[config.mk]
export PLATFORM = sky130hd
export DESIGN_NAME = execute_stage
export DESIGN_NICKNAME = d
export VERILOG_FILES = /design/src/rtl/pipe_pkg.sv /design/src/rtl/execute_stage.sv
export SDC_FILE = /design/constraint.sdc
export NUM_CORES = 1
export LEC_CHECK = 0
export BUFFER_PORTS_ARGS = -buffer_cell sky130_fd_sc_hd__buf_2
export CAP_MARGIN = 20
export CORE_MARGIN = 10
export CORE_UTILIZATION = 56
export DETAILED_ROUTE_END_ITERATION = 12
export HOLD_SLACK_MARGIN = 0.15
export PLACE_DENSITY = 0.83
export SYNTH_ARGS = -nofsm -noshare
export SYNTH_HDL_FRONTEND = slang
export SYNTH_SLANG_ARGS = --single-unit
[constraint.sdc]
create_clock -name clk -period 16.1 [get_ports clk]
set_input_delay 4.83 -clock clk [delete_from_list [all_inputs] [get_ports clk]]
set_output_delay 4.83 -clock clk [all_outputs]
set_load 0.005 [all_outputs]
[src/rtl/pipe_pkg.sv]
package pipe_pkg;

  localparam int data_width     = 32;
  localparam int inst_width     = 32;
  localparam int reg_addr_width = 5;
  localparam int imm_width      = 16;

  // opcodes
  localparam logic [5:0] op_rtype = 6'd0;
  localparam logic [5:0] op_addi  = 6'd8;
  localparam logic [5:0] op_andi  = 6'd12;
  localparam logic [5:0] op_ori   = 6'd13;
  localparam logic [5:0] op_lw    = 6'd35;
  localparam logic [5:0] op_sw    = 6'd43;
  localparam logic [5:0] op_beq   = 6'd4;
  localparam logic [5:0] op_bne   = 6'd5;
  localparam logic [5:0] op_j     = 6'd2;

  // r-type function codes
  localparam logic [5:0] fn_add = 6'd32;
  localparam logic [5:0] fn_sub = 6'd34;
  localparam logic [5:0] fn_and = 6'd36;
  localparam logic [5:0] fn_or  = 6'd37;
  localparam logic [5:0] fn_slt = 6'd42;

  localparam logic [2:0] alu_add = 3'd0;
  localparam logic [2:0] alu_sub = 3'd1;
  localparam logic [2:0] alu_and = 3'd2;
  localparam logic [2:0] alu_or  = 3'd3;
  localparam logic [2:0] alu_slt = 3'd4;

  // one instruction word, two layouts
  typedef union packed {
    struct packed {
      logic [5:0]                opcode;
      logic [reg_addr_width-1:0] rs;
      logic [reg_addr_width-1:0] rt;
      logic [reg_addr_width-1:0] rd;
      logic [4:0]                shamt;
      logic [5:0]                funct;
    } r;
    struct packed {
      logic [5:0]                opcode;
      logic [reg_addr_width-1:0] rs;
      logic [reg_addr_width-1:0] rt;
      logic [imm_width-1:0]      imm;
    } i;
  } instr_t;

endpackage

[src/rtl/execute_stage.sv]
`timescale 1ns/1ps

module execute_stage #(
  parameter int imem_addr_width = 8
) (
  input  logic                                clk,
  input  logic                                rst_n,
  input  logic                                run,
  input  logic                                hold,
  input  logic                                id_valid,
  input  logic [imem_addr_width-1:0]          id_pc,
  input  logic [2:0]                          id_alu_op,
  input  logic                                id_alu_src,
  input  logic                                id_mem_read,
  input  logic                                id_mem_write,
  input  logic                                id_reg_write,
  input  logic                                id_branch_eq,
  input  logic                                id_branch_ne,
  input  logic                                id_jump,
  input  logic [pipe_pkg::reg_addr_width-1:0] id_rs,
  input  logic [pipe_pkg::reg_addr_width-1:0] id_rt,
  input  logic [pipe_pkg::reg_addr_width-1:0] id_dst,
  input  logic [pipe_pkg::data_width-1:0]     id_rs_data,
  input  logic [pipe_pkg::data_width-1:0]     id_rt_data,
  input  logic [pipe_pkg::imm_width-1:0]      id_imm,
  input  logic                                wb_write,
  input  logic [pipe_pkg::reg_addr_width-1:0] wb_reg,
  input  logic [pipe_pkg::data_width-1:0]     wb_data,
  output logic                                flush,
  output logic [imem_addr_width-1:0]          redirect_pc,
  output logic                                ex_valid,
  output logic                                ex_mem_read,
  output logic                                ex_mem_write,
  output logic                                ex_reg_write,
  output logic [pipe_pkg::reg_addr_width-1:0] ex_dst,
  output logic [pipe_pkg::data_width-1:0]     ex_result,
  output logic [pipe_pkg::data_width-1:0]     ex_store_data
);
  import pipe_pkg::*;

  logic [data_width-1:0] fwd_a, fwd_b, op_b, alu_result;
  logic                  zero, taken;

  // EX/MEM first, then writeback; r0 is never forwarded
  function automatic logic [data_width-1:0] forward(
    input logic [reg_addr_width-1:0] src,
    input logic [data_width-1:0]     reg_data
  );
    if (src == '0) begin
      return reg_data;
    end
    if (ex_valid && ex_reg_write && ex_dst == src) begin
      return ex_result;
    end
    if (wb_write && wb_reg == src) begin
      return wb_data;
    end
    return reg_data;
  endfunction

  always_comb begin
    fwd_a = forward(id_rs, id_rs_data);
    fwd_b = forward(id_rt, id_rt_data);
  end

  assign op_b = id_alu_src ? {{(data_width - imm_width){1'b0}}, id_imm} : fwd_b;

  always_comb begin
    case (id_alu_op)
      alu_sub: alu_result = fwd_a - op_b;
      alu_and: alu_result = fwd_a & op_b;
      alu_or:  alu_result = fwd_a | op_b;
      alu_slt: alu_result = {{(data_width - 1){1'b0}}, $signed(fwd_a) < $signed(op_b)};
      default: alu_result = fwd_a + op_b;
    endcase
  end

  ////////////////////////////////////////////////////////////////////////////
  // branch and jump resolution
  assign zero  = alu_result == '0;
  assign taken = (id_branch_eq && zero) || (id_branch_ne && !zero) || id_jump;
  assign flush = id_valid && taken;

  // branch target is relative to the next word
  assign redirect_pc = id_jump ? id_imm[imem_addr_width-1:0]
                               : id_pc + 1'b1 + id_imm[imem_addr_width-1:0];

  ////////////////////////////////////////////////////////////////////////////
  // EX/MEM
  always_ff @(posedge clk) begin
    if (!rst_n || !run) begin
      ex_valid <= 1'b0;
    end else if (!hold) begin
      ex_valid <= id_valid;
    end
  end

  always_ff @(posedge clk) begin
    if (!hold) begin
      ex_mem_read   <= id_mem_read;
      ex_mem_write  <= id_mem_write;
      ex_reg_write  <= id_reg_write;
      ex_dst        <= id_dst;
      ex_result     <= alu_result;
      ex_store_data <= fwd_b;
    end
  end

  // a taken branch leaves a bubble behind it in ID/EX
  a_flush_bubble: assert property (@(posedge clk) disable iff (!rst_n)
    flush && !hold |=> !id_valid);

endmodule

Word-level counts from Yosys, hierarchy flattened. Index checks and enable logic that the tools add are counted. W data, S select, Z words.

Add/subtract/negate cells: 4. $mul: 0. Div/mod/pow operators: 0. Order comparisons: 1. Eq/ne operators: 8. Shifts and indexed selects: 0. Multiplexer cells: 27. Bitwise operators: 2. Reduce and logical (&&, ||, !) cells: 17.

Operator list (number): $mux W32 (13); $pmux W32 S4 (1); $add A32 B32 Y32 (1); $and A32 B32 Y32 (1); $logic_not A32 Y1 (1); $lt A32 B32 Y1 (1); $or A32 B32 Y32 (1); $sub A32 B32 Y32 (1); $eq A5 B5 Y1 (4); $mux W1 (12); $logic_not A5 Y1 (2); $add A8 B1 Y8 const B (1); $add A8 B8 Y8 (1); $logic_and A1 B1 Y1 (8); $mux W8 (1); $eq A3 B2 Y1 const B (2); $eq A3 B1 Y1 const B (1); $eq A3 B3 Y1 const B (1); $logic_not A1 Y1 (3); $logic_or A1 B1 Y1 (3).

Flip-flop bits (word level): 73. Bits in latches: 0. Bits in writable memories: 0. Memory bits (read-only): 0. Input port bits: 156. Output and inout port bits: 82. Logic and storage cells: 66. Memories: 0.

Logic depth before layout (Yosys ltp). Gate-level depths: netlist of the first run.

Word-level depth: 18. Gate-level depth with buffers: 23. Gate-level depth less buffers: 22.

Least setup slack after synthesis of the first run. No wires, ideal clock.

Path type: input to output. Start: input port id_rt[4] in the netlist's numbering. End: output port flush. Arrival: 10.061 ns. Required time: 11.270 ns. Setup slack: 1.209 ns. Stages: 23. Path buffers: 1. Cell sequence: xor2_1 -> nor4_1 -> nand4_1 -> nand2b_1 -> clkbuf_1 -> o22a_1 -> o22ai_1 -> o21ai_0 -> ha_1 -> inv_1 -> fa_1 -> nor2b_1 -> o211ai_2 -> nand2_2 -> xnor2_1 -> a221o_1 -> or4_1 -> or4_1 -> nor4_2 -> nand4_1 -> or4_4 -> o21ai_1 -> o211a_1.

Word-level cells in the longest chain between the ends: 17. Elaborated cells between the ends (all ways): 30. Those cells by class: add/sub: 2; order compare: 1; eq/ne: 2; mux: 13; bitwise: 2; reduce/logical: 10.

Ends and longest elaborated chain: start, declared (line execute_stage.sv:21) `input logic [pipe_pkg::reg_addr_width-1:0] id_rt,`; $eq A5 B5 Y1 (line execute_stage.sv:55) `if (wb_write && wb_reg == src) begin`; $logic_and A1 B1 Y1 (line execute_stage.sv:55); $mux W1 (2 in a row) (line execute_stage.sv:55); $mux W1 (line execute_stage.sv:52) `if (ex_valid && ex_reg_write && ex_dst == src) begin`; $mux W32 (line execute_stage.sv:58) `return reg_data;`; $mux W32 (line execute_stage.sv:55); $mux W32 (*) (line execute_stage.sv:52); $mux W32 (*) (line execute_stage.sv:66) `assign op_b = id_alu_src ? {{(data_width - imm_width){1'b0}}, id_imm} : fwd_b;`; $add A32 B32 Y32 (tied with other cells) (line execute_stage.sv:74) `default: alu_result = fwd_a + op_b;`; $pmux W32 S4 (*) (line execute_stage.sv:69) `case (id_alu_op)`; net alu_result[6] (line execute_stage.sv:41) `logic [data_width-1:0] fwd_a, fwd_b, op_b, alu_result;`; $logic_not A32 Y1 (*) (line execute_stage.sv:80) `assign zero = alu_result == '0;`; $logic_not A1 Y1 (line execute_stage.sv:81) `assign taken = (id_branch_eq && zero) || (id_branch_ne && !zero) || id_jump;`; $logic_and A1 B1 Y1 (line execute_stage.sv:81); $logic_or A1 B1 Y1 (*) (2 in a row) (line execute_stage.sv:81); $logic_and A1 B1 Y1 (*) (line execute_stage.sv:82) `assign flush = id_valid && taken;`; end, declared (line execute_stage.sv:29) `output logic flush,`.

Mark *: on every way through the listed nets, which the timed path passes. The rest lies on a longest branch. The select of a mux whose other input is x is not followed.

Worst setup path after layout of the first run. Ends and elaborated chain as after synthesis.

==> results of run 1 <==
[registers in the layout (all words and copies together), names as in the netlist]
signal,count
ex_dst,5
ex_mem_read,1
ex_mem_write,1
ex_reg_write,1
ex_result,32
ex_store_data,32
ex_valid,1
[how the worst min path moves through the flow]
stage              from       end  slack (ns)  depth (start not counted)
2_1_floorplan  ex_valid  ex_valid        0.53                          2
3_3_place_gp   ex_valid  ex_valid        0.59                          2
3_5_place_dp   ex_valid  ex_valid        0.59                          2
4_1_cts        ex_valid  ex_valid        0.60                          2
5_1_grt        ex_valid  ex_valid        0.64                          2
6_report       ex_valid  ex_valid        0.61                          2
[cells in the mapped netlist, types with 10 or more instances]
cell        n  area share (%)
a21oi_1    82             4.1
nor2_1     91             3.4
nand3_1    16            0.81
clkbuf_1   55             2.1
ha_1      103              13
a21o_1     15             1.1
inv_1     142             5.4
nor3_1     26             1.3
o211ai_1   15             1.1
a211oi_1   16             1.2
o31ai_1    12            0.91
nand2b_1   13            0.82
xor2_1     23             2.0
o22ai_1    44             2.8
o21ai_0    90             4.5
xnor2_1    18             1.6
o22a_1     97             8.6
nand4_1    10            0.63
nor4_1     10            0.63
edfxtp_1   72              22
or2_2      16             1.0
nor2b_1    15            0.94
nand2_1    93             3.5
buf_2      11            0.55
[area by class of cell]
cell class / count / area share (%)
multi-input cells: 969 / 58.7
flip-flops and latches: 73 / 18.6
repair buffers: 279 / 12.8
inverters: 143 / 4.57
well taps: 225 / 2.40
clock buffers: 10 / 2.04
clock inverters: 6 / 0.768
diodes: 7 / 0.149
[through the flow]
stage	cell area, µm²	instances
floorplan	9930	1264
global placement	11400	1689
detailed placement	11400	1689
CTS	11700	1705
global route	11700	1711
finish	11700	1712
[cell families after synthesis]
logic type | Yosys count
AO/OA/AOI/OAI | 479
AND/OR/NAND/NOR | 330
multiplexers | 13
XOR/XNOR | 41
buffers and inverters | 222
flip-flops | 73
adder cells (fa/ha/maj) | 106
[worst max-delay path, stage by stage]
cell      delay, ns
buf_2          0.13
xor2_1         0.14
nor4_1         0.28
nand4_1        0.20
nand2b_1       0.12
buf_4          0.34
o22a_1         0.20
o22ai_1        0.08
o21ai_1        0.24
ha_1           0.24
inv_1          0.07
fa_1           0.47
nor2b_1        0.20
o211ai_2       0.21
nand2_2        0.12
xnor2_1        0.16
a221o_1        0.37
or4_1          0.53
or4_1          0.44
nor4_2         0.33
nand4_1        0.18
or4_4          0.59
o21ai_1        0.14
o211a_1        0.17
buf_2          0.11
[layer usage]
layer	global-route usage, %	wire (µm)	up-vias	share of wire (%)
met4	10.6	1160	0	2.8
met5	0	0	-	0
met3	7.83	5440	90	13
met1	43.8	16400	5258	39
met2	51.5	18600	824	45
li1	-	-	5091	-
[power breakdown]
| group | switching [µW] | internal, µW | total [µW] | leakage, µW |
|---|---|---|---|---|
| clock network | 82.7 | 140 | 223 | 0.000159 |
| logic | 248 | 149 | 398 | 0.00444 |
| registers | 17.0 | 237 | 254 | 0.000712 |
| total | 348 | 527 | 875 | 0.00531 |
==> flow_summary.yaml, run 1 <==
finish:
  mostFrequentLayoutCells: "buf_2, inv_1, ha_1, o22a_1, nand2_1"
  multiInputGateArea_mm2: 0.00689
  syn2layout_area_growth_pct: 18.1
  nNetsFinal: 1737
  fin_util_pct: 67.6
  final-seq-area_mm2: 0.00218
  fill_cells: 1528
  drive_above_1_share_pct: 23.6
  layout_commonest_cell: "buf_2"
placed_design:
  portBuffers: 237
  gp_congestion: 1.03
  place_ws_ns: 0.347
  hpwl_um: 33800
cts:
  h-tree-depth: 3
  cts.clk_slew.worst_paths_ns: 0.06
  cts_max_path_buffers: 2
  cts_setup_buffers: 0
  cts-root-buf: "clkbuf_16"
  numCtsBuffers: 9
  insertion_delay_ns: 0.35
  cts_tree: "yes"
  clkSinkCount: 73
  cts_hold_buf: 0
  cts_resized: 0
sta:
  fin_ws_ns: 0.369
  fmax_mhz: 63.6
  finalCriticalPeriod_ns: 15.73
  slew_viol_final: 0
  finClkSkew_ns: 0.0120
  tns_ns: 0
  finalHoldViolCount: 0
  rsz0062_at_grt: "false"
  final-setup-viol-count: 0
  tightest_slew_ns: 0.946
  relSlewSlack_pct: 37.0
  period_share_pct: 97.7
  fin_hold_ws_ns: 0.609
synthesis:
  yosys_warnings: 0
  synth_ff_type: "edfxtp_1"
  muxShareOfSynthArea_pct: 1.39
  synth_top_family_by_area: "compound AO/OA/AOI/OAI gates"
  synth_xor_xnor_area_share_pct: 3.61
  synth_edf_count: 72
  synthesis.area_mm2: 0.00993
  ys_seq_elements: 73
  yosysSeqAreaShare_pct: 22.0
  synth-async-reset-ratio_pct: 0
  yosys.area_share.simple_pct: 16.3
  ys_types: 91
  synth_compound_area_share_pct: 34.1
  syn_nets: 1526
  syn_inst: 1264
  syn_avg_cell_area_um2: 7.86
  synthAdderAreaFrac_pct: 13.6
power_and_ir_drop:
  p_total_uw: 875
  leakage_uw: 0.00531
  ir_drop_mv: 0.0503
  power_density_mw_per_mm2: 74.5
setup_path:
  crit_end: "flush"
  cp-end-kind: "primary output"
  reg2reg_depth: 18
  r2r_setup_slack_ns: 10.30
  r2r-end: "ex_result[31]"
  r2r-start: "ex_dst[4]"
  crit_arrival_ns: 10.90
  critical_path.startpoint: "id_rt[4]"
  worstPathRequired_ns: 11.27
  critPathKind: "in2out"
  crit_fanout: 32
  startpoint_type: "input pin"
drt:
  ant_nets: 0
  vias_per_cell: 6.58
  drt_pass1_iterations: 6
  first_iter_violations: 1426
  num_vias: 11263
  wirelength_um: 41600
  routedWlPerCell_um: 24.3
  drc: 0
floorplanning:
  die_h_um: 153
  die_area_mm2: 0.0235
  coreArea_mm2: 0.0174
  rows: 48
  initial_core_util_pct: 57.2
  ioPinCount: 238
  die_x_um: 153
job:
  cap_violations: 0
global_routing:
  grt-ovfl-total: 0
  grt_pass1_wl_um: 61900
  grt_max_degree: 73
  first_global_vias: 10335
  antenna_found_initial: 5
  grt_usage_pct: 33.0
status:
  status: "complete, no violations"
hold_path:
  hold_path_class: "reg2reg"
Note: power is estimated with default switching activity, not from simulation.
==> run 2: changes to the inputs <==
==> config.mk (replaced) <==
export PLATFORM = sky130hd
export DESIGN_NAME = execute_stage
export DESIGN_NICKNAME = d
export VERILOG_FILES = /design/src/rtl/pipe_pkg.sv /design/src/rtl/execute_stage.sv
export SDC_FILE = /design/constraint.sdc
export NUM_CORES = 1
export LEC_CHECK = 0
export CAP_MARGIN = 20
export CORE_MARGIN = 10
export CORE_UTILIZATION = 60
export DETAILED_ROUTE_END_ITERATION = 12
export DONT_BUFFER_PORTS = 1
export GPL_TIMING_DRIVEN = 0
export HOLD_SLACK_MARGIN = 0.15
export PLACE_DENSITY = 0.76
export SYNTH_ARGS = -nofsm -noshare
export SYNTH_HDL_FRONTEND = slang
export SYNTH_SLANG_ARGS = --single-unit
==> run 2 against run 1 <==
  * Wire length grew 1.2%
  * Critical path depth shrank 4
  * Clock power shrank 8%
  * Register-to-register slack lost 0.59 ns
  * Largest power group unchanged
  * First-iteration DRC count shrank 5.3%
  * Sequential power grew 4%
  * Critical path type unchanged
  * Total power shrank 6.3%
==> flow_summary.yaml, run 2 (synthesized netlist as in run 1, its figures left out) <==
status:
  status: "complete, no violations"
finish:
  top_regs: "ex_result: 32 flops, ex_store_data: 32 flops, ex_dst: 5 flops"
  final-seq-area_mm2: 0.00218
  fill_cells: 1479
  nNetsFinal: 1537
  multiInputGateArea_mm2: 0.00689
  drive_above_1_share_pct: 7.58
  layout_commonest_cell: "inv_1"
  syn2layout_area_growth_pct: 6.22
  n_antenna_cell: 0
  mostFrequentLayoutCells: "inv_1, ha_1, o22a_1, nand2_1, nor2_1"
global_routing:
  antenna_found_initial: 0
  first_global_vias: 9780
  grt-ovfl-total: 0
  grt_usage_pct: 35.7
  grt_max_degree: 73
  grt_pass1_wl_um: 60700
drt:
  drt_pass1_iterations: 8
  wirelength_um: 42100
  vias_per_cell: 7.17
  first_iter_violations: 1351
  drc: 0
  num_vias: 10722
  ant_nets: 0
  routedWlPerCell_um: 28.2
sta:
  final-setup-viol-count: 0
  fin_hold_ws_ns: 0.610
  rsz0062_at_grt: "false"
  finalHoldViolCount: 0
  tns_ns: 0
  fmax_mhz: 62.6
  finClkSkew_ns: 0.00715
  relSlewSlack_pct: 37.8
  tightest_slew_ns: 0.932
  period_share_pct: 99.2
  slew_viol_final: 0
  finalCriticalPeriod_ns: 15.97
cts:
  clkSinkCount: 73
  insertion_delay_ns: 0.35
  cts_max_path_buffers: 2
  h-tree-depth: 3
  cts_setup_buffers: 0
  numCtsBuffers: 9
  cts-root-buf: "clkbuf_16"
  cts_hold_buf: 0
  cts.clk_slew.worst_paths_ns: 0.06
  cts_tree: "yes"
floorplanning:
  rows: 46
  die_x_um: 149
  ioPinCount: 238
  initial_core_util_pct: 61.9
  die_area_mm2: 0.0221
  die_h_um: 149
  coreArea_mm2: 0.0161
setup_path:
  crit_arrival_ns: 11.14
  startpoint_type: "input pin"
  crit_fanout: 10
  cp-end-kind: "primary output"
  critPathKind: "in2out"
  worstPathRequired_ns: 11.27
power_and_ir_drop:
  p_total_uw: 819
  power_density_mw_per_mm2: 77.6
  ir_drop_mv: 0.0619
  leakage_uw: 0.00433
placed_design:
  hpwl_um: 34500
  gp_congestion: 1.13
  portBuffers: 0
job:
  cap_violations: 0
hold_path:
  hold_path_class: "reg2reg"
## run 2: layout make-up
| type | count | area share [%] |
|---|---|---|
| Clock buffer | 9 | 2.13 |
| Clock inverter | 7 | 0.735 |
| Buffer | 79 | 3.52 |
| Inverter | 143 | 5.11 |
| Multi-Input combinational cell | 969 | 65.3 |
| Tap cell | 216 | 2.56 |
| Sequential cell | 73 | 20.7 |
## run 2: power breakdown
group	switching [µW]	internal, µW
registers	25.4	237
logic	231	120
clock network	84.7	121
## run 2: worst paths after layout
kind	from	slack, ns	to	cells past startpoint
worst max register to register	ex_dst[4]	9.71	ex_result[27]	18
worst max-delay path	id_rt[4]	0.13	flush	21
worst min register to register	ex_valid	0.61	ex_valid	2
worst min-delay path	ex_valid	0.61	ex_valid	2
## run 2: worst max-delay path, stage by stage
cell and delay (ns):
xor2_1 0.13, nor4_1 0.27, nand4_1 0.35, a21oi_2 0.39, clkbuf_1 0.48, o22ai_1 0.18, o21ai_1 0.34, ha_1 0.32
buf_6 0.15, a21oi_1 0.18, o21ai_1 0.17, a2111oi_1 0.75, a2111oi_1 0.23, or4_1 0.69, nand2_1 0.15, a32o_1 0.18
a41oi_1 0.10, or3b_1 0.44, or4_4 0.46, o21ai_1 0.13, o211a_1 0.19
## run 2: repair_timing
item                       in CTS  in global routing
setup endpoints to repair       1                  1
gates resized for setup         2                 21
pin swaps                       0                  0
cloned                          0                  0
## run 2: per-stage QoR
step                cell area [µm²]  setup WS [ns]  instances  util, %
floorplan                      9930           1.21       1264        -
global placement              10200         -0.114       1480     63.5
detailed placement            10200         -0.123       1480     63.6
CTS                           10500         0.0892       1496     65.5
global route                  10600        0.00164       1496     65.7
finish                        10600          0.130       1496     65.7
## run 2: metal layers
layer	track usage (%)	part of all wire [%]	up-vias	wire length, µm
li1	-	-	4702	-
met1	44.3	37	5033	15700
met2	56.8	44	844	18600
met3	10.1	14	143	5750
met4	14.9	4.9	0	2070
met5	0	0	-	0
