**config.mk**
```make
export PLATFORM = sky130hd
export DESIGN_NAME = writeback_stage
export DESIGN_NICKNAME = d
export VERILOG_FILES = /design/src/rtl/pipe_pkg.sv /design/src/rtl/writeback_stage.sv
export SDC_FILE = /design/constraint.sdc
export NUM_CORES = 1
export LEC_CHECK = 0
export BUFFER_PORTS_ARGS = -buffer_cell sky130_fd_sc_hd__buf_2
export CAP_MARGIN = 30
export CORE_AREA = 2 2 59 61
export DETAILED_ROUTE_END_ITERATION = 12
export DIE_AREA = 0 0 61 63
export GPL_TIMING_DRIVEN = 0
export PLACE_DENSITY = 0.84
export SLEW_MARGIN = 20
export SYNTH_ARGS = -nofsm -noshare
export SYNTH_HDL_FRONTEND = slang
export SYNTH_SLANG_ARGS = --single-unit
```
**constraint.sdc**
```tcl
create_clock -name vclk -period 1.65
set_input_delay 0.33 -clock vclk [all_inputs]
set_output_delay 0.33 -clock vclk [all_outputs]
set_load 0.05 [all_outputs]
```
**src/rtl/pipe_pkg.sv**
```systemverilog
package pipe_pkg;

  localparam int data_width     = 32;
  localparam int inst_width     = 32;
  localparam int reg_addr_width = 5;
  localparam int imm_width      = 16;

  // opcodes
  localparam logic [5:0] op_rtype = 6'd0;
  localparam logic [5:0] op_addi  = 6'd8;
  localparam logic [5:0] op_andi  = 6'd12;
  localparam logic [5:0] op_ori   = 6'd13;
  localparam logic [5:0] op_lw    = 6'd35;
  localparam logic [5:0] op_sw    = 6'd43;
  localparam logic [5:0] op_beq   = 6'd4;
  localparam logic [5:0] op_bne   = 6'd5;
  localparam logic [5:0] op_j     = 6'd2;

  // r-type function codes
  localparam logic [5:0] fn_add = 6'd32;
  localparam logic [5:0] fn_sub = 6'd34;
  localparam logic [5:0] fn_and = 6'd36;
  localparam logic [5:0] fn_or  = 6'd37;
  localparam logic [5:0] fn_slt = 6'd42;

  localparam logic [2:0] alu_add = 3'd0;
  localparam logic [2:0] alu_sub = 3'd1;
  localparam logic [2:0] alu_and = 3'd2;
  localparam logic [2:0] alu_or  = 3'd3;
  localparam logic [2:0] alu_slt = 3'd4;

  // one instruction word, two layouts
  typedef union packed {
    struct packed {
      logic [5:0]                opcode;
      logic [reg_addr_width-1:0] rs;
      logic [reg_addr_width-1:0] rt;
      logic [reg_addr_width-1:0] rd;
      logic [4:0]                shamt;
      logic [5:0]                funct;
    } r;
    struct packed {
      logic [5:0]                opcode;
      logic [reg_addr_width-1:0] rs;
      logic [reg_addr_width-1:0] rt;
      logic [imm_width-1:0]      imm;
    } i;
  } instr_t;

endpackage

```
**src/rtl/writeback_stage.sv**
```systemverilog
`timescale 1ns/1ps

module writeback_stage (
  input  logic                                clk,
  input  logic                                rst_n,
  input  logic                                mem_valid,
  input  logic                                mem_reg_write,
  input  logic                                mem_to_reg,
  input  logic [pipe_pkg::reg_addr_width-1:0] mem_dst,
  input  logic [pipe_pkg::data_width-1:0]     mem_alu_result,
  input  logic [pipe_pkg::data_width-1:0]     mem_load_data,
  input  logic                                retire_ready,
  output logic                                hold,
  output logic                                wb_write,
  output logic [pipe_pkg::reg_addr_width-1:0] wb_reg,
  output logic [pipe_pkg::data_width-1:0]     wb_data,
  output logic                                retire_valid,
  output logic [pipe_pkg::reg_addr_width-1:0] retire_reg,
  output logic [pipe_pkg::data_width-1:0]     retire_data
);

  assign wb_data      = mem_to_reg ? mem_load_data : mem_alu_result;
  assign wb_reg       = mem_dst;
  assign retire_valid = mem_valid && mem_reg_write && mem_dst != '0;
  assign retire_reg   = mem_dst;
  assign retire_data  = wb_data;

  // the register file only changes on a retire transfer
  assign wb_write = retire_valid && retire_ready;
  assign hold     = retire_valid && !retire_ready;

  // MEM/WB must stay frozen until the consumer takes it
  a_retire_stable: assert property (@(posedge clk) disable iff (!rst_n)
    retire_valid && !retire_ready |=>
      retire_valid && $stable(retire_reg) && $stable(retire_data));

endmodule

```
---- After elaboration in Yosys (flattened, before gate mapping) ----
Cells that the tools add are included.
W data, S select, Z words.
operators by class
  mux-type cells .......................... 1
  reduce and logical (&&, ||, !) cells .... 6
operator list
  kind                 number
  $mux W32             1
  $reduce_bool A5 Y1   1
  $logic_and A1 B1 Y1  4
  $logic_not A1 Y1     1
word-level totals
  register bits ........................... 0
  input port bits ......................... 75
  output and inout port bits .............. 77
  logic and storage cells ................. 7

---- Logic depth before layout (Yosys ltp) ----
Gate-level depths: netlist of run 1.
  depth after elaboration ................. 3
  mapped depth ............................ 4
  mapped depth without buffers ............ 2

---- Worst setup path after synthesis of run 1 ----
No wires, ideal clock.
  kind .................................... input port to output port
  from .................................... input mem_dst[0] in the netlist's numbering
  to ...................................... output hold
  data arrival time ....................... 1.600 ns
  data required time ...................... 1.320 ns
  setup slack ............................. -0.280 ns
  stages on the path ...................... 2
  path buffers ............................ 0
  cells stage by stage .................... nor4_1 -> a211oi_1
between the ends
  word-level cells in the longest chain between the ends .. 3
RTL lines
  item                 RTL line               source
  from (decl)          writeback_stage.sv:9   input logic [pipe_pkg::reg_addr_width-1:0] mem_dst,
  $reduce_bool A5 Y1   writeback_stage.sv:24  assign retire_valid = mem_valid && mem_reg_write && mem_dst != '0;
  $logic_and A1 B1 Y1  writeback_stage.sv:24
  $logic_and A1 B1 Y1  writeback_stage.sv:30  assign hold = retire_valid && !retire_ready;
  to (decl)            writeback_stage.sv:13  output logic hold,
No other way between the ends.

---- Final worst setup path of run 1 ----
  from .................................... input mem_to_reg
  to ...................................... output wb_data[3] in the netlist's numbering
between the ends
  word-level cells in the longest chain between the ends .. 1
RTL lines
  item         RTL line               source
  from (decl)  writeback_stage.sv:8   input logic mem_to_reg,
  $mux W32     writeback_stage.sv:22  assign wb_data = mem_to_reg ? mem_load_data : mem_alu_result;
  to (decl)    writeback_stage.sv:16  output logic [pipe_pkg::data_width-1:0] wb_data,
No other way between the ends.

==> results of run 1 <==
-- Yosys cell counts (all sizes together) --
cell,instances
buf,46
mux2,32
a21oi,2
a211oi,1
inv,1
nand2,1
nand3,1
nor4,1
-- metal layers --
layer | global-route usage (%) | part of all wire (%) | routed length (um) | up-vias
met3 | 1.656 | 10 | 338 | 4
li1 | - | - | - | 546
met2 | 30.24 | 55 | 1768 | 77
met4 | 2.989 | 2.2 | 72 | 0
met5 | 0 | 0 | 0 | -
met1 | 13.55 | 33 | 1064 | 505
-- report_power, final --
part	switching, uW	internal [uW]	total (uW)
Combinational	654	344	998
Sequential	0	0	0
Clock	0	0	0
-- cell families after synthesis --
family | Yosys count
buffers and inverters | 47
muxes | 32
AOI/OAI and AO/OA | 3
and+or+nand+nor | 3
-- per-stage QoR --
step / util, % / hold slack, ns / cells / total power (uW)
2_1_floorplan: - / 0.7520 / 85 / 777.5
3_3_place_gp: 52.73 / 0.9854 / 280 / 994.2
3_5_place_dp: 52.73 / 0.9863 / 280 / 1002
4_1_cts: 52.73 / 0.9858 / 280 / 1005
5_1_grt: 52.92 / 0.9903 / 280 / 1039
6_report: 52.92 / 0.9868 / 280 / 998.0
-- worst max-delay path: cells and delay by family --
| family | cells | cell delay (ns) |
|---|---|---|
| buffers and inverters | 4 | 0.60 |
| multiplexers | 1 | 0.32 |
-- cell type report --
cell class | count | area (um2) | area share (%)
Timing Repair Buffer | 149 | 745.7 | 43.60
Buffer | 46 | 386.6 | 22.60
Inverter | 1 | 3.754 | 0.2195
Multi-Input combinational cell | 38 | 516.7 | 30.21
Tap cell | 46 | 57.56 | 3.365
-- worst paths after layout --
kind         start         end  slack (ns)
max     mem_to_reg  wb_data[3]        0.07
min   retire_ready        hold        0.99
==> impl_results.md, run 1 <==
* Run status: completed
* Vias per inst at between 4 and 5
* Number of hold buffers added after CTS at 0
* Synth area leader: mux2_4
* Avg Inst Size Synth at roughly 11 um2
* Post-Synth XOR/XNOR Area at 0%
* FILL cells at approximately 330
* Initial Util at 27.72%
* Final WL at approximately 3.2 mm
* Synth Area in Compound Gates at between 1.5 and 2%
* Largest stage delay, worst path at between 0.3 and 0.4 ns
* Largest family of logic cells by synthesized area: multiplexers
* Setup Crit Path Kind: input port to output pin
* Detailed-router iteration count before antenna repair at 2
* Crit-path cells: buf_6 > buf_12 > mux2_4 > buf_4 > buf_2
* CP max-delay cell: mux2_4
* Syn Inst Count at 85
* Layout cells sized above 1 at between 90% and 100%
* Post-synth top area share at 50.28%
* Critical Path AT at 1.25 ns
* Most frequent cells in the layout: 149 x buf_2, 42 x buf_4, 30 x mux2_4
* Power density over the cells at 583.5 nW/um2
* Reg area at 0 um2
* Setup bufs post-CTS at 0
* Post-synthesis mux area share at 52.79%
* YS warnings at 0
* GR Util All Layers at approximately 14%
* Num ports at between 150 and 200
* Remaining global-route overflow at 0
* Worst path required time at 1.32 ns
* Final max-slew violation count at 0
* Hold path depth at 3
* Tightest Pin Transition at 0.3374 ns
* Routed len/inst at roughly 12 um
* Die Area at around 3800 um2
* Count of different cell masters after synthesis at 11
* Vias post-DR at 1132
* Maximum clock frequency at 631.5 MHz
* Top post-synthesis cells by area: mux2_4 50%, buf_4 35%, buf_12 6.7%, mux2_2 2.5%, buf_6 1.3%
* Final-stage net count at roughly 310
* Endpoints failing setup at 0
* # DRC at 0
* Leakage power at ~0.0011 uW
* Initial DRC Count at 10
* # diodes at 0
* Simple-gate share of the synthesized area at under 10%
* Largest net degree at the start of global routing at 11
* Register area share after synthesis at 0%
* Ratio of final minimum period to clock period at 95.97%
* Unrepaired setup endpoints after global routing: no
* Layout clock buffer count at 0
* Die Width at roughly 60 um
* Number of global-route vias before repair at 1011
* Fin crit period at 1.584 ns
* Crit path capture type: output pin
* CORE AREA at 3232 um2
* Peak VDD IR at around 0.00023 V
* Syn nets at 160
* Area share of fa/ha/maj cells after synthesis at 0%
* Fin. Hold Viols at 0
* Netlist area before placement at around 900 um2
* Worst hold path type: input port to output pin
* Initial antenna violation count at 0
* I/O Buffers at about 150
* CP max FO at 10
* Setup TNS at 0 ns
* Post-cts sizing count at 0
* Flip-flop and latch count at 0
* Max capacitance violation total at 0
* Area grow syn2layout at 90.92%
* Critical path startpoint category: input port
* Rows at 21
* Post-route cell area at around 1700 um2
* Smallest setup slack after layout at 0.06648 ns
* DP HPWL at roughly 3 mm
* First-pass GRT wire length at 4.319 mm
* GP Congestion at just over 0.8
* Relative slew slack at between 70% and 80%
* Place WS at 0.01744 ns
* Die Y at 63 um
* DRT antenna net count at 0
* Most common cell after layout, fill and taps aside: buf_2
* Placement Cell Area at approximately 1700 um2
No activity file was read; power rests on OpenSTA's default activity.
==> run 2, diff against run 1 <==
--- a/config.mk
+++ b/config.mk
@@ -5,13 +5,14 @@
 export SDC_FILE = /design/constraint.sdc
 export NUM_CORES = 1
 export LEC_CHECK = 0
+export ABC_AREA = 1
 export BUFFER_PORTS_ARGS = -buffer_cell sky130_fd_sc_hd__buf_2
 export CAP_MARGIN = 30
 export CORE_AREA = 2 2 59 61
 export DETAILED_ROUTE_END_ITERATION = 12
 export DIE_AREA = 0 0 61 63
 export GPL_TIMING_DRIVEN = 0
-export PLACE_DENSITY = 0.84
+export PLACE_DENSITY = 0.85
 export SLEW_MARGIN = 20
 export SYNTH_ARGS = -nofsm -noshare
 export SYNTH_HDL_FRONTEND = slang
==> impl_results.md, run 2 <==
* First-pass GRT wire length at 4.119 mm (-4.6%)
* Syn nets at 164 (+2.5%)
* Most common cell after layout, fill and taps aside: buf_2
* Run status: completed
* Final WL at 2.846 mm (-12%)
* CP max-delay cell: mux2_4
* Relative slew slack at 82.62% (+5.3 points)
* Die Y at 63 um (unchanged)
* Tightest Pin Transition at 0.2625 ns (-0.07490 ns)
* Layout cells sized above 1 at 95.38% (-2.5 points)
* Post-route cell area at 1705 um2 (-0.29%)
* Remaining global-route overflow at 0 (unchanged)
* Final non-filler cell total at 284 (+1.4%)
* DP HPWL at 2.692 mm (-11%)
* Power density over the cells at 579.1 nW/um2 (-0.75%)
* Number of global-route vias before repair at 988 (-2.3%)
* Crit-path cells: buf_6 > buf_12 > mux2_4 > buf_4 > buf_2
* Count of different cell masters after synthesis at 9 (-2)
* CP max FO at 10 (unchanged)
* Synth top cells by count: 42 x buf_4, 30 x mux2_4, 4 x inv_1, 4 x nor2_1, 3 x buf_12
* Setup Crit Path Kind: input port to output pin
* Flip-flop and latch count at 0 (unchanged)
* GR Util All Layers at 13.44% (-0.89 points)
* Critical path startpoint category: input port
* Fin util at 52.77% (-0.15 points)
* CORE AREA at 3232 um2 (unchanged)
* # DRC at 0 (unchanged)
* Largest stage delay, worst path at 0.31 ns (about the same)
* Post-cts sizing count at 0 (unchanged)
* Maximum clock frequency at 635.7 MHz (+0.66%)
* Top post-synthesis cells by area: mux2_4 50%, buf_4 35%, buf_12 6.7%, mux2_2 2.5%, inv_1 1.7%
* Fin. Hold Viols at 0 (unchanged)
* # diodes at 0 (unchanged)
* Num ports at 152 (unchanged)
* Dpl cells at 284 (+1.4%)
* Endpoints failing setup at 0 (unchanged)
* GP Congestion at 0.7399 (-11%)
* Setup TNS at 0 ns (unchanged)
* FILL cells at 322 (-2.7%)
* Final max-slew violation count at 0 (unchanged)
* Synth area leader: mux2_4
* Reg area at 0 um2 (unchanged)
* Post-synth top area share at 49.93% (-0.35 points)
* Max capacitance violation total at 0 (unchanged)
* Worst path required time at 1.32 ns (about the same)
* Vias post-DR at 1102 (-2.7%)
* Syn Inst Count at 89 (+4.7%)
* Worst hold path type: input port to output pin
* CP Buf/Inv Count at 4 (unchanged)
* Final-stage net count at 315 (+1.3%)
* Total power at 987.6 uW (-1.0%)
* Rows at 21 (unchanged)
* YS warnings at 0 (unchanged)
* Area grow syn2layout at 89.04%
* Crit path max-delay family: buffers and inverters
* Initial antenna violation count at 0 (unchanged)
* Layout clock buffer count at 0 (unchanged)
* I/O Buffers at 149 (unchanged)
* Routed len/inst at 10.02 um (-14%)
* Die Width at 61 um (unchanged)
* Ratio of final minimum period to clock period at 95.34% (-0.63 points)
* Register area share after synthesis at 0% (unchanged)
* Setup bufs post-CTS at 0 (unchanged)
* Netlist area before placement at 902.1 um2 (+0.70%)
* Critical Path AT at 1.24 ns (about the same)
* Most frequent cells in the layout: 149 x buf_2, 42 x buf_4, 30 x mux2_4
* Fin crit period at 1.573 ns (-0.01038 ns)
* Number of hold buffers added after CTS at 0 (unchanged)
* Count leader, synth: buf_4
* Die Area at 3843 um2 (unchanged)
* Initial DRC Count at 11 (+1)
* Detailed-router iteration count before antenna repair at 3 (+1)
* Avg Inst Size Synth at 10.14 um2 (-3.8%)
* Leakage power at 0.001119 uW (+2.1%)
* Placement Cell Area at 1705 um2 (about the same)
* Unrepaired setup endpoints after global routing: no
* Largest net degree at the start of global routing at 11 (unchanged)
* Vias per inst at 3.880 (-4.0%)
* Crit path capture type: output pin
* Peak VDD IR at 0.0002285 V (-1.1%)
* DRT antenna net count at 0 (unchanged)
* Initial Util at 27.91% (+0.19 points)
==> run 2: cell types whose count changed in the layout (fill, tap and decap cells not counted) <==
cell / before / now
a21oi_1: 2 / 0
nor2_1: 0 / 4
inv_1: 1 / 4
nand2_1: 1 / 2
nor4_2: 1 / 0
a211oi_2: 1 / 0
==> run 2: cell type report <==
cell class         instances  area [um2]  share of cell area [%]
inverters                  4       15.01                  0.8804
multi-input cells         39       500.5                   29.35
well taps                 46       57.56                   3.375
repair buffers           149       745.7                   43.73
plain buffers             46       386.6                   22.67
==> run 2: metrics by stage <==
step | setup slack, ns | hold WS, ns
2_1_floorplan | 0.1294 | 0.8271
3_3_place_gp | 0.07350 | 0.9767
3_5_place_dp | 0.06522 | 0.9803
4_1_cts | 0.06341 | 0.9816
5_1_grt | 0.03825 | 0.9950
6_report | 0.07686 | 0.9779
==> run 2: path summary, 6_finish.rpt <==
kind | startpoint | endpoint | slack, ns | cells past startpoint
worst max-delay path | mem_to_reg | wb_data[16] | 0.08 | 5
worst min-delay path | retire_ready | hold | 0.98 | 3
==> run 2: tightest hold or removal path, delay by kind of cell <==
family                 cells  cell delay (ns)
AND/OR/NAND/NOR            1             0.04
buffers and inverters      2             0.28
==> run 2: routing by layer <==
layer | GRT usage [%] | part of all wire, %
met3 | 1.863 | 7.8
met1 | 12.93 | 31
met5 | 0 | 0
met4 | 1.359 | 0.74
met2 | 28.63 | 60
==> run 2: kinds of logic (layout without fill, tap and decap cells) <==
logic type | count (synthesis) | count (layout) | synth area share [%]
simple gates | 7 | 7 | 3.051
mux | 32 | 32 | 52.43
buf+inv | 50 | 199 | 44.52
==> run 2: power breakdown <==
part | switching (uW) | internal, uW
clock network | 0 | 0
logic | 645 | 343
registers | 0 | 0
==> run 3, diff against run 2 <==
--- a/config.mk
+++ b/config.mk
@@ -8,11 +8,11 @@
 export ABC_AREA = 1
 export BUFFER_PORTS_ARGS = -buffer_cell sky130_fd_sc_hd__buf_2
 export CAP_MARGIN = 30
-export CORE_AREA = 2 2 59 61
+export CORE_MARGIN = 2
+export CORE_UTILIZATION = 29
 export DETAILED_ROUTE_END_ITERATION = 12
-export DIE_AREA = 0 0 61 63
-export GPL_TIMING_DRIVEN = 0
-export PLACE_DENSITY = 0.85
+export GPL_TIMING_DRIVEN = 1
+export PLACE_DENSITY = 0.86
 export SLEW_MARGIN = 20
 export SYNTH_ARGS = -nofsm -noshare
 export SYNTH_HDL_FRONTEND = slang
==> constraint.sdc (replaced) <==
create_clock -name vclk -period 1.8
set_input_delay 0.36 -clock vclk [all_inputs]
set_output_delay 0.36 -clock vclk [all_outputs]
set_load 0.05 [all_outputs]
==> impl_results.md, run 3 (synthesis results as in run 2) <==
* Run status: completed
* GR Util All Layers at 12.43% (-1.0 points)
* Remaining global-route overflow at 0 (unchanged)
* Die Y at 59.78 um (-5.1%)
* # DRC at 0 (unchanged)
* Largest stage delay, worst path at 0.37 ns (+0.06 ns)
* CORE AREA at 3003 um2 (-7.1%)
* Setup TNS at 0 ns (unchanged)
* Endpoints failing setup at 0 (unchanged)
* Post-cts sizing count at 0 (unchanged)
* Vias post-DR at 933 (-15%)
* Worst path required time at 1.44 ns (+0.12 ns)
* Setup bufs post-CTS at 0 (unchanged)
* Layout cells sized above 1 at 94.33% (-1.0 points)
* Dpl cells at 227 (-20%)
* First-pass GRT wire length at 3.519 mm (-15%)
* # diodes at 0 (unchanged)
* Final max-slew violation count at 0 (unchanged)
* Crit-path cells: buf_2 > buf_12 > mux2_2 > buf_2
* Die Area at 3573 um2 (-7.0%)
* Hold slack at 1.030 ns (+0.05182 ns)
* CP Depth at 4 (-1)
* Relative slew slack at 82.08% (-0.54 points)
* Rows at 20 (-4.8%)
* Area grow syn2layout at 47.16%
* Tightest Pin Transition at 0.2707 ns (+0.008198 ns)
* Crit path capture type: output pin
* DRT antenna net count at 0 (unchanged)
* Initial antenna violation count at 0 (unchanged)
* DP HPWL at 2.462 mm (-8.5%)
* Final-stage net count at 271 (-14%)
* Fin crit period at between 1.5 and 2 ns
* Most common cell after layout, fill and taps aside: buf_2
* Unrepaired setup endpoints after global routing: no
* Largest net degree at the start of global routing at 33 (+22)
* Initial Util at 30.04% (+2.1 points)
* Initial DRC Count at 17 (+6)
* FILL cells at 315 (-2.2%)
* Vias per inst at 4.110 (+5.9%)
* Most frequent cells in the layout: 150 x buf_2, 30 x mux2_4, 4 x nor2_1, 4 x inv_1
* Hold_sp: mem_dst[3]
* CP Buf/Inv Count at 3 (-1)
* Critical Path AT at 1.29 ns (+0.05 ns)
* Reg area at 0 um2 (unchanged)
* Hold path depth at 2 (-1)
* GP Congestion at 0.7304 (-1.3%)
* Number of global-route vias before repair at 809 (-18%)
* Critical Path Start: mem_to_reg
* Maximum clock frequency at 607.4 MHz
* Critical path startpoint category: input port
* Ratio of final minimum period to clock period at between 90% and 100%
* I/O Buffers at 150 (+0.67%)
* Power density over the cells at 603.4 nW/um2 (+4.2%)
* Final non-filler cell total at 227 (-20%)
* Final WL at 2.586 mm (-9.1%)
* CP max-delay cell: mux2_2
* Max capacitance violation total at 0 (unchanged)
* Worst hold path type: input port to output pin
* Die Width at 59.78 um (-2.0%)
* Detailed-router iteration count before antenna repair at 2 (-1)
* Flip-flop and latch count at 0 (unchanged)
* Leakage power at 0.0008963 uW (-20%)
* Fin. Hold Viols at 0 (unchanged)
* Setup Crit Path Kind: input port to output pin
* Crit path max-delay family: buffers and inverters
* Number of hold buffers added after CTS at 0 (unchanged)
* Critical Path Most Common Cell: buf_2
* CP max FO at 32 (+22)
* Peak VDD IR at 0.0003224 V (+41%)
* Num ports at 152 (unchanged)
* Routed len/inst at 11.39 um (+14%)
* Fin util at 44.21% (-8.6 points)
* Layout clock buffer count at 0 (unchanged)
run 3: cell count changes in the layout (fill, tap and decap cells not counted), sizes merged:
| cell | before | now |
|---|---|---|
| buf | 195 | 151 |
run 3: power breakdown:
group	leakage, uW	internal (uW)	switching, uW
logic	0.000896	228	573
registers	0	0	0
clock network	0	0	0
run 3: routing by layer:
| metal | up-vias | GRT usage (%) | wire, um |
|---|---|---|---|
| li1 | 460 | - | - |
| met1 | 413 | 13.90 | 849 |
| met2 | 60 | 26.24 | 1526 |
| met3 | 0 | 0.4329 | 209 |
| met4 | 0 | 0.6349 | 0 |
| met5 | - | 0 | 0 |
run 3: final timing paths:
path	endpoint	slack (ns)
worst max-delay path	retire_data[29]	0.15
worst min-delay path	retire_reg[3]	1.03
run 3: area by class of cell:
| class | count | area [um2] | area share [%] |
|---|---|---|---|
| repair buffers | 151 | 770.7 | 58.06 |
| inverters | 4 | 15.01 | 1.131 |
| well taps | 33 | 41.29 | 3.110 |
| multi-input cells | 39 | 500.5 | 37.70 |
run 3: metrics by stage:
| step | setup slack, ns | cell area, um2 | total power [uW] |
|---|---|---|---|
| 3_5_place_dp | 0.1453 | 1328 | 806.4 |
| 5_1_grt | 0.1254 | 1328 | 836.9 |
| 3_3_place_gp | 0.1541 | 1328 | 799.3 |
| 6_report | 0.1536 | 1328 | 801.1 |
| 2_1_floorplan | 0.2194 | 902.1 | 712.7 |
| 4_1_cts | 0.1456 | 1328 | 807.0 |
